$ cat config.mk
export PLATFORM = sky130hd
export DESIGN_NAME = gcn_combine_top
export DESIGN_NICKNAME = d
export VERILOG_FILES = /design/src/hw/gcn_ctrl_pkg.sv /design/src/hw/gcn_dims_pkg.sv /design/src/hw/gcn_combine_top.sv /design/src/hw/gcn_ctrl.sv /design/src/hw/mac_lane.sv /design/src/hw/weight_bank.sv /design/src/hw/weight_loader.sv /design/src/hw/weight_src_ram.sv
export SDC_FILE = /design/constraint.sdc
export NUM_CORES = 2
export LEC_CHECK = 0
export ABC_AREA = 1
export BUFFER_PORTS_ARGS = -buffer_cell sky130_fd_sc_hd__buf_2
export CORE_UTILIZATION = 60
export CTS_BUF_LIST = sky130_fd_sc_hd__clkbuf_2
export DETAILED_ROUTE_END_ITERATION = 7
export PLACE_DENSITY = 0.74
export SYNTH_ARGS = -nofsm -noshare
export SYNTH_HDL_FRONTEND = slang
export SYNTH_SLANG_ARGS = --single-unit
$ cat constraint.sdc
create_clock -name clk -period 6.45 [get_ports clk]
set_clock_uncertainty 0.05 [all_clocks]
set_input_delay 0.645 -clock clk [delete_from_list [all_inputs] [get_ports clk]]
set_output_delay 0.645 -clock clk [all_outputs]
set_load 0.1 [all_outputs]
$ cat src/hw/gcn_ctrl_pkg.sv
package gcn_ctrl_pkg;

  // width of the state code, also exported as the phase output
  localparam int state_width = 3;

  // controller states
  // waiting for weights and a start pulse
  localparam logic [state_width-1:0] st_idle = 3'd0;
  // copying the source memory into the column banks
  localparam logic [state_width-1:0] st_load = 3'd1;
  // accepting feature elements
  localparam logic [state_width-1:0] st_feed = 3'd2;
  // one cycle for the last product to reach the accumulators
  localparam logic [state_width-1:0] st_drain = 3'd3;
  // one result column per cycle
  localparam logic [state_width-1:0] st_emit = 3'd4;

endpackage

$ cat src/hw/gcn_dims_pkg.sv
package gcn_dims_pkg;

  // element width of a signed weight or feature
  localparam int data_width = 8;

  // weight matrix shape, rows also set the feature row length
  localparam int w_rows = 8;
  localparam int w_cols = 4;

  // linear source memory holds the whole matrix, row-major
  localparam int w_words = w_rows * w_cols;

  // address and index widths
  localparam int src_addr_width = 5;
  localparam int row_width = 3;
  localparam int col_width = 2;

  // accumulator width
  // 16-bit products summed over 8 rows need 19 bits, one spare
  localparam int acc_width = 20;

endpackage

$ cat src/hw/gcn_combine_top.sv
`timescale 1ns/1ps

module gcn_combine_top (
  input  logic                                    clk,
  input  logic                                    rst_n,
  input  logic                                    wr_en,
  input  logic [gcn_dims_pkg::src_addr_width-1:0] wr_addr,
  input  logic [gcn_dims_pkg::data_width-1:0]     wr_data,
  input  logic                                    start,
  output logic                                    load_done,
  input  logic                                    feat_valid,
  input  logic [gcn_dims_pkg::data_width-1:0]     feat_data,
  output logic                                    res_valid,
  output logic [gcn_dims_pkg::col_width-1:0]      res_col,
  output logic [gcn_dims_pkg::acc_width-1:0]      res_data,
  output logic [gcn_ctrl_pkg::state_width-1:0]    phase
);

  // source memory to loader
  logic                                    src_rd_en;
  logic [gcn_dims_pkg::src_addr_width-1:0] src_rd_addr;
  logic [gcn_dims_pkg::data_width-1:0]     src_rd_data;

  // loader to banks
  logic [gcn_dims_pkg::w_cols-1:0]         bank_we;
  logic [gcn_dims_pkg::row_width-1:0]      bank_wr_row;
  logic [gcn_dims_pkg::data_width-1:0]     bank_wr_data;
  logic                                    load_last;
  logic                                    load_run;

  // compute path
  logic                                    feat_en;
  logic                                    acc_clr;
  logic [gcn_dims_pkg::row_width-1:0]      rd_row;
  logic [gcn_dims_pkg::data_width-1:0]     bank_rd [gcn_dims_pkg::w_cols];
  logic [gcn_dims_pkg::acc_width-1:0]      lane_acc [gcn_dims_pkg::w_cols];

  weight_src_ram u_src_ram (
    .clk     (clk),
    .wr_en   (wr_en),
    .wr_addr (wr_addr),
    .wr_data (wr_data),
    .rd_en   (src_rd_en),
    .rd_addr (src_rd_addr),
    .rd_data (src_rd_data)
  );

  weight_loader u_loader (
    .clk          (clk),
    .rst_n        (rst_n),
    .load_run     (load_run),
    .src_rd_en    (src_rd_en),
    .src_rd_addr  (src_rd_addr),
    .src_rd_data  (src_rd_data),
    .bank_we      (bank_we),
    .bank_wr_row  (bank_wr_row),
    .bank_wr_data (bank_wr_data),
    .load_last    (load_last)
  );

  // one bank and one lane per output column
  for (genvar i = 0; i < gcn_dims_pkg::w_cols; i++) begin : g_col
    weight_bank u_bank (
      .clk     (clk),
      .we      (bank_we[i]),
      .wr_row  (bank_wr_row),
      .wr_data (bank_wr_data),
      .rd_row  (rd_row),
      .rd_data (bank_rd[i])
    );

    mac_lane u_lane (
      .clk       (clk),
      .rst_n     (rst_n),
      .feat_en   (feat_en),
      .feat_data (feat_data),
      .acc_clr   (acc_clr),
      .weight    (bank_rd[i]),
      .acc       (lane_acc[i])
    );
  end

  gcn_ctrl u_ctrl (
    .clk        (clk),
    .rst_n      (rst_n),
    .start      (start),
    .load_last  (load_last),
    .feat_valid (feat_valid),
    .load_run   (load_run),
    .load_done  (load_done),
    .feat_en    (feat_en),
    .acc_clr    (acc_clr),
    .rd_row     (rd_row),
    .emit_col   (res_col),
    .res_valid  (res_valid),
    .state      (phase)
  );

  // result column picked by the emit counter
  assign res_data = lane_acc[res_col];

endmodule

$ cat src/hw/gcn_ctrl.sv
`timescale 1ns/1ps

module gcn_ctrl (
  input  logic                                   clk,
  input  logic                                   rst_n,
  input  logic                                   start,
  input  logic                                   load_last,
  input  logic                                   feat_valid,
  output logic                                   load_run,
  output logic                                   load_done,
  output logic                                   feat_en,
  output logic                                   acc_clr,
  output logic [gcn_dims_pkg::row_width-1:0]     rd_row,
  output logic [gcn_dims_pkg::col_width-1:0]     emit_col,
  output logic                                   res_valid,
  output logic [gcn_ctrl_pkg::state_width-1:0]   state
);

  logic [gcn_dims_pkg::row_width-1:0] row_cnt;
  logic                               row_last;
  logic                               col_last;

  assign row_last = (row_cnt == gcn_dims_pkg::row_width'(gcn_dims_pkg::w_rows - 1));
  assign col_last = (emit_col == gcn_dims_pkg::col_width'(gcn_dims_pkg::w_cols - 1));

  // features count only in feed, a restart takes priority
  assign feat_en = feat_valid && !start && (state == gcn_ctrl_pkg::st_feed);
  assign acc_clr = feat_en && (row_cnt == '0);
  assign rd_row  = row_cnt;

  assign load_run  = (state == gcn_ctrl_pkg::st_load);
  assign res_valid = (state == gcn_ctrl_pkg::st_emit);

  always_ff @(posedge clk) begin
    if (!rst_n) begin
      state     <= gcn_ctrl_pkg::st_idle;
      row_cnt   <= '0;
      emit_col  <= '0;
      load_done <= 1'b0;
    end else begin
      case (state)
        gcn_ctrl_pkg::st_idle: begin
          if (start) begin
            state <= gcn_ctrl_pkg::st_load;
          end
        end
        gcn_ctrl_pkg::st_load: begin
          if (load_last) begin
            state     <= gcn_ctrl_pkg::st_feed;
            load_done <= 1'b1;
          end
        end
        gcn_ctrl_pkg::st_feed: begin
          if (start) begin
            // reload with new weights, partial row is dropped
            state     <= gcn_ctrl_pkg::st_load;
            load_done <= 1'b0;
            row_cnt   <= '0;
          end else if (feat_en) begin
            if (row_last) begin
              row_cnt <= '0;
              state   <= gcn_ctrl_pkg::st_drain;
            end else begin
              row_cnt <= row_cnt + 1'b1;
            end
          end
        end
        gcn_ctrl_pkg::st_drain: begin
          emit_col <= '0;
          state    <= gcn_ctrl_pkg::st_emit;
        end
        gcn_ctrl_pkg::st_emit: begin
          if (col_last) begin
            emit_col <= '0;
            state    <= gcn_ctrl_pkg::st_feed;
          end else begin
            emit_col <= emit_col + 1'b1;
          end
        end
        default: begin
          state <= gcn_ctrl_pkg::st_idle;
        end
      endcase
    end
  end

endmodule

$ cat src/hw/mac_lane.sv
`timescale 1ns/1ps

module mac_lane (
  input  logic                                      clk,
  input  logic                                      rst_n,
  input  logic                                      feat_en,
  input  logic        [gcn_dims_pkg::data_width-1:0] feat_data,
  input  logic                                      acc_clr,
  input  logic        [gcn_dims_pkg::data_width-1:0] weight,
  output logic signed [gcn_dims_pkg::acc_width-1:0]  acc
);

  logic                                           feat_en_d;
  logic                                           acc_clr_d;
  logic        [gcn_dims_pkg::data_width-1:0]     feat_data_d;
  logic signed [2*gcn_dims_pkg::data_width-1:0]   prod;
  logic signed [gcn_dims_pkg::acc_width-1:0]      prod_ext;

  // delay intake by one cycle so it meets the registered bank read
  always_ff @(posedge clk) begin
    if (!rst_n) begin
      feat_en_d <= 1'b0;
      acc_clr_d <= 1'b0;
    end else begin
      feat_en_d <= feat_en;
      acc_clr_d <= feat_en && acc_clr;
    end
  end

  always_ff @(posedge clk) begin
    feat_data_d <= feat_data;
  end

  // both operands signed, product sign extended to accumulator width
  assign prod     = $signed(feat_data_d) * $signed(weight);
  assign prod_ext = prod;

  // first product of a row replaces the old sum
  // value then holds until the next clear
  always_ff @(posedge clk) begin
    if (feat_en_d) begin
      if (acc_clr_d) begin
        acc <= prod_ext;
      end else begin
        acc <= acc + prod_ext;
      end
    end
  end

endmodule

$ cat src/hw/weight_bank.sv
`timescale 1ns/1ps

module weight_bank (
  input  logic                               clk,
  input  logic                               we,
  input  logic [gcn_dims_pkg::row_width-1:0]  wr_row,
  input  logic [gcn_dims_pkg::data_width-1:0] wr_data,
  input  logic [gcn_dims_pkg::row_width-1:0]  rd_row,
  output logic [gcn_dims_pkg::data_width-1:0] rd_data
);

  // one weight column, indexed by row
  logic [gcn_dims_pkg::data_width-1:0] mem [gcn_dims_pkg::w_rows];

  always_ff @(posedge clk) begin
    if (we) begin
      mem[wr_row] <= wr_data;
    end
  end

  // read every cycle, data one cycle behind rd_row
  always_ff @(posedge clk) begin
    rd_data <= mem[rd_row];
  end

endmodule

$ cat src/hw/weight_loader.sv
`timescale 1ns/1ps

module weight_loader (
  input  logic                                    clk,
  input  logic                                    rst_n,
  input  logic                                    load_run,
  output logic                                    src_rd_en,
  output logic [gcn_dims_pkg::src_addr_width-1:0] src_rd_addr,
  input  logic [gcn_dims_pkg::data_width-1:0]     src_rd_data,
  output logic [gcn_dims_pkg::w_cols-1:0]         bank_we,
  output logic [gcn_dims_pkg::row_width-1:0]      bank_wr_row,
  output logic [gcn_dims_pkg::data_width-1:0]     bank_wr_data,
  output logic                                    load_last
);

  logic [gcn_dims_pkg::src_addr_width-1:0] addr_cnt;
  logic                                    all_issued;
  logic                                    rd_valid;
  logic [gcn_dims_pkg::col_width-1:0]      col_idx;
  logic [gcn_dims_pkg::row_width-1:0]      row_idx;
  logic                                    last_col;
  logic                                    last_row;

  // one read per cycle until every word has been requested
  assign src_rd_en   = load_run && !all_issued;
  assign src_rd_addr = addr_cnt;

  assign last_col = (col_idx == gcn_dims_pkg::col_width'(gcn_dims_pkg::w_cols - 1));
  assign last_row = (row_idx == gcn_dims_pkg::row_width'(gcn_dims_pkg::w_rows - 1));

  // read side, counters restart whenever load_run drops
  always_ff @(posedge clk) begin
    if (!rst_n || !load_run) begin
      addr_cnt   <= '0;
      all_issued <= 1'b0;
      rd_valid   <= 1'b0;
    end else begin
      rd_valid <= src_rd_en;
      if (src_rd_en) begin
        if (addr_cnt == gcn_dims_pkg::src_addr_width'(gcn_dims_pkg::w_words - 1)) begin
          all_issued <= 1'b1;
        end else begin
          addr_cnt <= addr_cnt + 1'b1;
        end
      end
    end
  end

  // write side follows returned data only
  // column wraps into the row, word k goes to bank k mod cols
  always_ff @(posedge clk) begin
    if (!rst_n || !load_run) begin
      col_idx <= '0;
      row_idx <= '0;
    end else if (rd_valid) begin
      if (last_col) begin
        col_idx <= '0;
        row_idx <= row_idx + 1'b1;
      end else begin
        col_idx <= col_idx + 1'b1;
      end
    end
  end

  // one-hot bank select from the column index
  always_comb begin
    for (int i = 0; i < gcn_dims_pkg::w_cols; i++) begin
      bank_we[i] = rd_valid && (col_idx == gcn_dims_pkg::col_width'(i));
    end
  end

  assign bank_wr_row  = row_idx;
  assign bank_wr_data = src_rd_data;

  // final word of the matrix is being written this cycle
  assign load_last = rd_valid && last_row && last_col;

endmodule

$ cat src/hw/weight_src_ram.sv
`timescale 1ns/1ps

module weight_src_ram (
  input  logic                                   clk,
  input  logic                                   wr_en,
  input  logic [gcn_dims_pkg::src_addr_width-1:0] wr_addr,
  input  logic [gcn_dims_pkg::data_width-1:0]     wr_data,
  input  logic                                   rd_en,
  input  logic [gcn_dims_pkg::src_addr_width-1:0] rd_addr,
  output logic [gcn_dims_pkg::data_width-1:0]     rd_data
);

  // whole weight matrix, row-major
  logic [gcn_dims_pkg::data_width-1:0] mem [gcn_dims_pkg::w_words];

  // external write port
  always_ff @(posedge clk) begin
    if (wr_en) begin
      mem[wr_addr] <= wr_data;
    end
  end

  // loader read port, output holds when not enabled
  always_ff @(posedge clk) begin
    if (rd_en) begin
      rd_data <= mem[rd_addr];
    end
  end

endmodule

==> results.tsv <==
metric	value	unit
crit-path leading delay family	adder cells	
Hold Slack	0.197	ns
Die Y	265	um
I/O Buffers	52	
depth of the CTS H-tree	4	
RR Startpoint	g_col[3].u_lane.feat_data_d[1]	
Period minus WS final	5.97	ns
Max Fclk	0.167	GHz
most common flop cell mapped by yosys	edfxtp_1	
end of the worst register-to-register path	g_col[3].u_lane.acc[18]	
floorplan core area	68500	um^2
endpoints failing hold	0	
area of the mapped netlist	41500	um^2
setup ws final	0.479	ns
Routed Antenna Nets	0	
CP Depth	26	
CP Launch Point	g_col[3].u_lane.feat_data_d[1]	
vias in the first global route	31163	
full die area	70200	um^2
reg2reg path depth	26	
Seq/Total Area, Yosys	0.464	
cell taking the most area after synthesis	edfxtp_1	
CP max-delay cell	dfxtp_1	
Max-Cap Viols	0	
CTS Sinks	663	
die width	265	um
largest net degree at the start of global routing	92	
CP Capture Type	register	
critical path type	reg2reg	
Syn Inst Count	4498	
Worst-path clk slew	0.09	ns
fin crit share	0.926	
Skew-Pair Late Insertion Delay	1.42	ns
Synth top area share	0.434	
worst-margin pin slew	1.20	ns
initial core utilization	0.606	
crit path buf inv count	6	
Initial DRC Count	2754	
post-DP HPWL	69.6	mm
RSZ-0062 raised after global routing	false	
synth unique cells	51	
Vias per Instance	5.56	
Total Neg Setup Slack	0	ns
initial antenna violation count	3	
top post-synthesis cells by area	edfxtp_1 (43%), fa_1 (11%), nand2_1 (7.8%)	
Net Count, Synth	4964	
area delta synth->final	6.81	%
WL per Instance	17.8	um
pre-CTS setup slack	0.455	ns
clock buffer depth	3	
status	finished clean	
layout cells sized above 1	0.0858	
max incr delay on CP	0.78	ns
synthesized area per cell	9.23	um^2
final WL	100	mm
Root Buffer	clkbuf_2	
worst-path fanout max	11	
post-place instance area	42300	um^2
CP Launch Type	register	
Yosys warning count	0	
Worst R2R Setup Slack	0.48	ns
residual DRC count	0	
cts bufs inserted	166	
Worst setup endpoint	g_col[3].u_lane.acc[18]	
gr usage total	0.293	
CTS tree	yes	
first-pass GRT wire length	161	mm
Data arrival, critical path	6.99	ns
GR Overflow Total	0	
row count	96	
# IOs	53	
via count	31258	
worst hold path type	in2reg	
Post-synth EDFFs	600	
fill cell count	5653	
pins over their slew limit	0	
Data required, critical path	7.47	ns
flops & latches, synth	663	
worst slew margin relative to its limit	0.197	
Pre-antenna DRT Iters	6	
asr flop ratio synth	0	
Final Setup Violations	0	
gpl congestion	0.958	
fin area	44300	um^2
Nets	5079	
cells in the mapped netlist, types with 10 or more instances:
master,instances
o21ai_1,33
inv_2,20
nand3b_1,10
xor2_1,35
xnor2_1,25
o21bai_1,15
nand3_1,215
a31oi_1,44
nor2_1,550
clkbuf_1,99
o221ai_1,32
nor3_1,13
edfxtp_1,600
nand4_1,33
buf_2,42
nand2_1,863
buf_4,11
o22ai_1,51
or2_2,15
ha_1,216
fa_1,224
dfxtp_1,63
inv_1,709
a221oi_1,16
clkbuf_2,19
o21ai_0,301
a21oi_1,176
cell type report:
class                      instances  area (um^2)  share of cell area
clock buffer                     233         1170              0.0263
clock inverter                    63          407             0.00917
sequential                       663        19300               0.435
antenna                            1         2.50           0.0000564
tap                              882         1100              0.0249
inverter                         731         2740              0.0619
timing repair buffer             126          946              0.0213
multi-input combinational       2925        18700               0.421
through the flow:
| step | instances | util |
|---|---|---|
| 5_1_grt | 5624 | 0.648 |
| 3_3_place_gp | 5285 | 0.618 |
| 3_5_place_dp | 5285 | 0.618 |
| 4_1_cts | 5623 | 0.647 |
| 6_report | 5624 | 0.648 |
| 2_1_floorplan | 4498 | - |
worst min-delay path, stage by stage:
cell and delay, ns:
dlygate4sd3_1 0.54, buf_2 0.15, nor3_1 0.05, o21ai_0 0.15
a21oi_1 0.04
flip-flops by register name, summed over array words and instances (netlist names):
signal	count
u_loader.bank_wr_row	3
u_loader.rd_valid	1
u_loader.src_rd_addr	5
g_col.u_bank.mem	256
g_col.u_lane.acc	80
u_ctrl.state	3
g_col.u_lane.feat_en_d	1
u_src_ram.rd_data	8
u_loader.col_idx	2
u_ctrl.load_done	1
u_loader.all_issued	1
g_col.u_lane.feat_data_d	8
u_src_ram.mem	256
u_ctrl.emit_col	2
g_col.u_lane.acc_clr_d	1
g_col.u_bank.rd_data	32
u_ctrl.rd_row	3
kinds of logic (layout without fill, tap and decap cells):
family	after synthesis	in the layout	synth area share
buffers and inverters	910	1153	0.0858
XOR/XNOR	61	61	0.0131
flip-flops	663	663	0.464
AND/OR/NAND/NOR	1727	1727	0.169
AO/OA/AOI/OAI	697	697	0.0948
adder cells (fa/ha/maj)	440	440	0.173
other	0	1	0
cells in the final DEF (no fill, tap or decap), types with 4 or more instances in the layout:
cell type,count
nand2_1,862
inv_1,706
edfxtp_1,600
nor2_1,550
o21ai_0,301
clkbuf_2,233
fa_1,222
ha_1,216
nand3_1,215
a21oi_1,176
dfxtp_1,57
buf_2,52
o22ai_1,51
a31oi_1,44
clkinv_1,42
dlygate4sd3_1,42
xor2_1,35
nand4_1,33
o21ai_1,33
o221ai_1,32
buf_4,30
xnor2_1,25
inv_2,22
a221oi_1,16
o21bai_1,15
or2_2,15
nor3_1,13
nand3b_1,10
clkinv_2,8
a21o_1,7
and2_1,7
nand2_2,6
or2_1,6
inv_6,4
layer usage:
metal,global-route usage,share of wire
met3,0.0501,0.065
met4,0.143,0.045
met5,0,0.00016
met2,0.497,0.49
met1,0.366,0.40
worst min-delay path by stage:
stage	slack (ns)	cells past startpoint	start	endpoint
5_1_grt	0.11	5	start	u_ctrl.rd_row[0]
2_1_floorplan	0.36	1	u_loader.all_issued	u_loader.rd_valid
4_1_cts	0.03	5	start	u_ctrl.rd_row[0]
6_report	0.20	5	start	u_ctrl.rd_row[0]
3_5_place_dp	0.39	1	u_loader.all_issued	u_loader.rd_valid
3_3_place_gp	0.38	1	u_loader.all_issued	u_loader.rd_valid
what timing repair did:
action                                 CTS  global route
gates resized for setup                  0             4
setup endpoints to repair                0             3
buffers inserted                         0             0
endpoints found under the hold margin  543             0
hold buffers                            42             0
Power is not shown: default switching activity piles up to over one toggle a cycle in this logic, so the estimate is an artifact.
